`config.mk`:
```
export PLATFORM = sky130hd
export DESIGN_NAME = sram_apb_regs
export DESIGN_NICKNAME = d
export VERILOG_FILES = /design/src/logic/sram_test_pkg.sv /design/src/logic/sram_apb_regs.sv
export SDC_FILE = /design/constraint.sdc
export NUM_CORES = 1
export LEC_CHECK = 0
export ABC_AREA = 1
export BUFFER_PORTS_ARGS = -buffer_cell sky130_fd_sc_hd__buf_2
export CORE_ASPECT_RATIO = 0.9
export CORE_MARGIN = 5
export CORE_UTILIZATION = 30
export CTS_CLUSTER_SIZE = 20
export DETAILED_ROUTE_END_ITERATION = 10
export GPL_TIMING_DRIVEN = 0
export SETUP_SLACK_MARGIN = 0.4
export SLEW_MARGIN = 20
export SYNTH_ARGS = -nofsm -noshare
export SYNTH_HDL_FRONTEND = slang
export SYNTH_SLANG_ARGS = --single-unit
```
`constraint.sdc`:
```
create_clock -name sram_clk -period 2.6 [get_ports sram_clk]
set_input_delay 0.52 -clock sram_clk [delete_from_list [all_inputs] [get_ports sram_clk]]
set_output_delay 0.52 -clock sram_clk [all_outputs]
set_load 0.02 [all_outputs]
```
`src/logic/sram_test_pkg.sv`:
```
// shared widths, chip numbering and register map of the SRAM test harness
// chips 5 to 7 are decoded as empty, so accesses to them capture zero
// every macro address is 10 bits wide, smaller chips ignore the upper bits
`default_nettype none

package sram_test_pkg;

   // bus and macro widths
   localparam int data_w     = 32;
   localparam int addr_w     = 10;
   localparam int mask_w     = 4;
   localparam int chip_w     = 3;
   localparam int apb_addr_w = 12;

   // chips 0 to 4 are populated
   localparam int chip_count = 5;

   typedef logic [data_w-1:0]   data_t;
   typedef logic [addr_w-1:0]   sram_addr_t;
   typedef logic [mask_w-1:0]   wmask_t;
   typedef logic [chip_w-1:0]   chip_t;
   typedef logic [2*data_w-1:0] wide_word_t;

   // register offsets
   localparam logic [apb_addr_w-1:0] reg_addr_off   = 12'h000;
   localparam logic [apb_addr_w-1:0] reg_din_off    = 12'h004;
   localparam logic [apb_addr_w-1:0] reg_ctrl_off   = 12'h008;
   localparam logic [apb_addr_w-1:0] reg_cmd_off    = 12'h00C;
   localparam logic [apb_addr_w-1:0] reg_status_off = 12'h010;
   localparam logic [apb_addr_w-1:0] reg_dout0_off  = 12'h014;
   localparam logic [apb_addr_w-1:0] reg_dout1_off  = 12'h018;

   // field positions
   localparam int addr1_lsb       = 16;
   localparam int ctrl_mask_lsb   = 0;
   localparam int ctrl_read_bit   = 4;
   localparam int ctrl_chip_lsb   = 8;
   localparam int status_busy_bit = 0;

endpackage

`default_nettype wire

```
`src/logic/sram_apb_regs.sv`:
```
// APB register block, no wait states, pready_o is tied high
// a CMD write starts one access, results are captured two cycles later
// pslverr_o flags unmapped offsets and CMD writes while busy
`timescale 1ns/1ps
`default_nettype none

module sram_apb_regs
   import sram_test_pkg::*;
(
   input  logic                  sram_clk,
   input  logic                  resetn,
   // APB slave
   input  logic                  psel_i,
   input  logic                  penable_i,
   input  logic                  pwrite_i,
   input  logic [apb_addr_w-1:0] paddr_i,
   input  data_t                 pwdata_i,
   output data_t                 prdata_o,
   output logic                  pready_o,
   output logic                  pslverr_o,
   // bank results
   input  data_t                 left_dout0_i,
   input  data_t                 left_dout1_i,
   input  data_t                 right_dout0_i,
   input  data_t                 right_dout1_i,
   // access to both banks
   output logic                  acc_req_o,
   output chip_t                 acc_chip_o,
   output logic                  acc_read_o,
   output sram_addr_t            acc_addr0_o,
   output sram_addr_t            acc_addr1_o,
   output data_t                 acc_din_o,
   output wmask_t                acc_wmask_o
);

   logic       access;
   logic       mapped;
   logic       cmd_wr;
   logic       err;
   logic       wr_en;
   logic       cmd_go;
   logic       busy_q;
   logic       req_q;
   logic       wait_q;
   sram_addr_t addr0_q;
   sram_addr_t addr1_q;
   data_t      din_q;
   wmask_t     wmask_q;
   logic       read_q;
   chip_t      chip_q;
   data_t      dout0_q;
   data_t      dout1_q;

   assign access = psel_i && penable_i;

   always_comb begin
      mapped = paddr_i inside {reg_addr_off, reg_din_off, reg_ctrl_off, reg_cmd_off,
                               reg_status_off, reg_dout0_off, reg_dout1_off};
   end

   assign cmd_wr    = pwrite_i && (paddr_i == reg_cmd_off);
   assign err       = !mapped || (cmd_wr && busy_q);
   assign pslverr_o = access && err;
   assign pready_o  = 1'b1;
   assign wr_en     = access && pwrite_i && !err;
   assign cmd_go    = wr_en && cmd_wr;

   always_ff @(posedge sram_clk) begin
      if (!resetn) begin
         busy_q  <= 1'b0;
         req_q   <= 1'b0;
         wait_q  <= 1'b0;
         dout0_q <= '0;
         dout1_q <= '0;
         addr0_q <= '0;
         addr1_q <= '0;
         din_q   <= '0;
         wmask_q <= '0;
         read_q  <= 1'b0;
         chip_q  <= '0;
      end else begin
         // request in the cycle after the CMD write, capture one cycle later
         req_q  <= cmd_go;
         wait_q <= req_q;
         if (cmd_go) begin
            busy_q <= 1'b1;
         end else if (wait_q) begin
            busy_q <= 1'b0;
         end
         if (wait_q) begin
            dout0_q <= left_dout0_i | right_dout0_i;
            dout1_q <= left_dout1_i | right_dout1_i;
         end
         if (wr_en) begin
            case (paddr_i)
               reg_addr_off: begin
                  addr0_q <= pwdata_i[addr_w-1:0];
                  addr1_q <= pwdata_i[addr1_lsb +: addr_w];
               end
               reg_din_off: begin
                  din_q <= pwdata_i;
               end
               reg_ctrl_off: begin
                  wmask_q <= pwdata_i[ctrl_mask_lsb +: mask_w];
                  read_q  <= pwdata_i[ctrl_read_bit];
                  chip_q  <= pwdata_i[ctrl_chip_lsb +: chip_w];
               end
               default: begin
               end
            endcase
         end
      end
   end

   // read mux, CMD reads as zero
   always_comb begin
      prdata_o = '0;
      case (paddr_i)
         reg_addr_off: begin
            prdata_o[addr_w-1:0]          = addr0_q;
            prdata_o[addr1_lsb +: addr_w] = addr1_q;
         end
         reg_din_off: begin
            prdata_o = din_q;
         end
         reg_ctrl_off: begin
            prdata_o[ctrl_mask_lsb +: mask_w] = wmask_q;
            prdata_o[ctrl_read_bit]           = read_q;
            prdata_o[ctrl_chip_lsb +: chip_w] = chip_q;
         end
         reg_status_off: begin
            prdata_o[status_busy_bit] = busy_q;
         end
         reg_dout0_off: begin
            prdata_o = dout0_q;
         end
         reg_dout1_off: begin
            prdata_o = dout1_q;
         end
         default: begin
         end
      endcase
   end

   assign acc_req_o   = req_q;
   assign acc_chip_o  = chip_q;
   assign acc_read_o  = read_q;
   assign acc_addr0_o = addr0_q;
   assign acc_addr1_o = addr1_q;
   assign acc_din_o   = din_q;
   assign acc_wmask_o = wmask_q;

endmodule

`default_nettype wire

```
==> out/qor.yml <==
path_cells: "buf_6, nor2_4, nand2_4, nor3_4, buf_6, buf_8, buf_12, buf_12, nand3_2, o2111ai_2, buf_4"
grt_start_max_net_pins: 17
place_ws_ps: -297.7
grt_pass1_vias: 6777
first_pass_iters: 5
dp_hpwl_um: 19480
critical_path_class: "input port to output port"
slew_viol_final: 0
ff2ff_setup_slack_ps: 660
skew_ps: 8.638
cts.clk_slew.worst_paths_ps: 60
drive_above_1_share_pct: 38.04
cts_buffers: 17
drt_wl_total_um: 26920
clk_path_buf_depth: 2
hold_depth: 3
grt.total_usage_pct: 23.26
end_kind: "output port"
cts.sinks: 127
syn_nets: 1036
worstHoldStart: "left_dout1_i[17]"
mostFrequentLayoutCells: "buf_2, nor2_1, nand2_1, dfxtp_1, inv_1"
maxSlewHeadroom_pct: 48.42
r2r_end: "dout0_q[22]"
initial_utilization_pct: 30.56
ant_nets: 0
antenna_found_initial: 2
gp_congestion: 0.8991
clk_latency_ps: 420
start_kind: "input port"
overflow: 0
netlist_instances: 859
seq_area_frac_synth_pct: 43.29
pwr_density_cell_mw_per_mm2: 495.2
ir_worst_vdd_uv: 376.5
grt_pass1_wl_um: 39200
netlist_area_sq_mm: 0.005873
die_w_um: 157.5
hold_end: "dout1_q[17]"
rsz0062_at_grt: "yes"
p_leak_nw: 4.731
area_growth_pct: 63.44
outcome: "complete, no violations"
ys_ff_latch: 127
cts_tree: "done"
vias: 7020
rr_worst_depth: 6
mostFrequentLayoutCell: "buf_2"
cp.required_ps: 2080
port_buffers: 269
max_stage_delay_ps: 190
r2r-start: "wait_q"
routedWlPerCell_um: 18.61
fin_crit_ps: 2385
fin_util_pct: 49.95
io_pins: 272
worstMarginPinSlew_ps: 773.7
crit_fanout: 5
fmax_ghz: 0.4193
fin_crit_sh_pct: 91.72
hold_violations: 0
syn_area_per_cell_sq_um: 6.837
drv_cap: 0
synth_warnings: 0
drc: 0
htreeDepth: 4
vias_per_cell: 4.855
cp_data_arrival_time_ps: 1860
hold_path_class: "input port to flop"
row_count: 48
cts_root_buffer: "clkbuf_16"
setup_viol: 0
antenna_cells: 0
setup_ws_ps: 215.2
drt_iter0_drc: 434
core_area_sq_mm: 0.01922
synth_cell_types: 32
die_h_um: 142.7
fp.dieArea_sq_mm: 0.02248
nNetsFinal: 1361
cp_slowest_cell: "buf_4"
worst max path at each step:
stage / startpoint / endpoint / slack, ps / cells past startpoint
after floorplan: paddr_i[11] / prdata_o[16] / 420 / 8
after global placement: paddr_i[11] / prdata_o[23] / -260 / 10
after detailed placement: paddr_i[5] / prdata_o[23] / -300 / 10
after CTS: paddr_i[10] / prdata_o[28] / 220 / 9
after global routing: paddr_i[10] / prdata_o[28] / 130 / 9
final: paddr_i[10] / prdata_o[23] / 220 / 11
registers in the layout, summed over array words and instances (netlist names):
| name | flops |
|---|---|
| busy_q | 1 |
| acc_read_o | 1 |
| acc_req_o | 1 |
| acc_wmask_o | 4 |
| dout0_q | 32 |
| acc_din_o | 32 |
| wait_q | 1 |
| dout1_q | 32 |
| acc_addr1_o | 10 |
| acc_addr0_o | 10 |
| acc_chip_o | 3 |
layer usage:
layer  up-vias  global-route usage [%]  part of all wire [%]
met5         -                       0                  0.10
met1      3234                   31.34                    44
met2       302                   36.72                    45
met4         4                   7.877                   2.8
met3        47                   5.515                   8.2
li1       3433                       -                     -
through the flow:
stage                     power [mW]  hold WS [ps]  setup TNS, ps  instance area [sq um]  instances
after floorplan                2.044         478.3              0                   5873        859
after global placement         2.210         428.7          -3488                   7532       1378
after detailed placement       2.211         433.4          -3793                   7532       1378
after CTS                      4.764         298.9              0                   9389       1439
after global routing           4.892         315.4              0                   9599       1446
final                          4.753         314.5              0                   9599       1446
synth_stat cells:
cell / instances / area [sq um]
clkbuf_1: 32 / 120.1
nand2_1: 147 / 551.8
nand3_2: 1 / 10.01
nand2_4: 1 / 11.26
a31oi_1: 2 / 12.51
o211ai_1: 14 / 105.1
nand4_1: 1 / 6.260
a21oi_1: 3 / 15.01
buf_2: 14 / 70.07
nor3_1: 65 / 325.3
nor3_4: 1 / 16.27
conb_1: 1 / 3.750
nor2_8: 1 / 20.02
o21ai_0: 71 / 355.3
nor2_4: 1 / 11.26
o221ai_1: 1 / 8.760
clkinv_2: 1 / 5.000
nand4_4: 3 / 63.81
inv_1: 73 / 274.0
nand2_2: 5 / 31.28
nand3_1: 67 / 335.3
and2_1: 1 / 6.260
o22ai_1: 1 / 6.260
inv_2: 5 / 18.77
o21ai_2: 1 / 8.760
nor2_2: 1 / 6.260
dfxtp_1: 127 / 2542
buf_6: 4 / 45.04
o2111ai_1: 16 / 140.1
nor2_1: 192 / 720.7
buf_1: 5 / 18.77
buf_4: 1 / 7.510
where the power goes:
part / total (mW) / internal, mW / switching, mW
Sequential: 1.95 / 1.95 / 0.000000138
Combinational: 0.279 / 0.141 / 0.138
Clock: 2.53 / 1.62 / 0.910
Total: 4.75 / 3.71 / 1.05
final cells by class:
class                   instances  area (sq um)
repair buffers                306          2033
well taps                     250         312.8
inverters                      79         319.1
plain buffers                  56         510.5
multi-input cells             597          3269
fillers                      1920          9619
clock inverters                11         165.2
clock buffers                  20         446.7
flip-flops and latches        127          2542
logic make-up after synthesis:
group,count (synthesis),share of synthesized area [%]
compound gates,109,11.10
flops,127,43.29
buf+inv,135,9.523
other cells,1,0.06385
simple gates,487,36.02
worst max-delay path, delay by kind of cell:
kind	cells	cell delay, ps
buffers and inverters	6	790
AO/OA/AOI/OAI	1	90
AND/OR/NAND/NOR	4	460
repair_timing:
item,CTS,global route
setup buffers,21,7
pin swaps,21,14
gates cloned,9,0
resized for setup,212,29
hold buffers,0,0
endpoints found under the setup margin,43,45
Power figures use the tool's default switching activity.
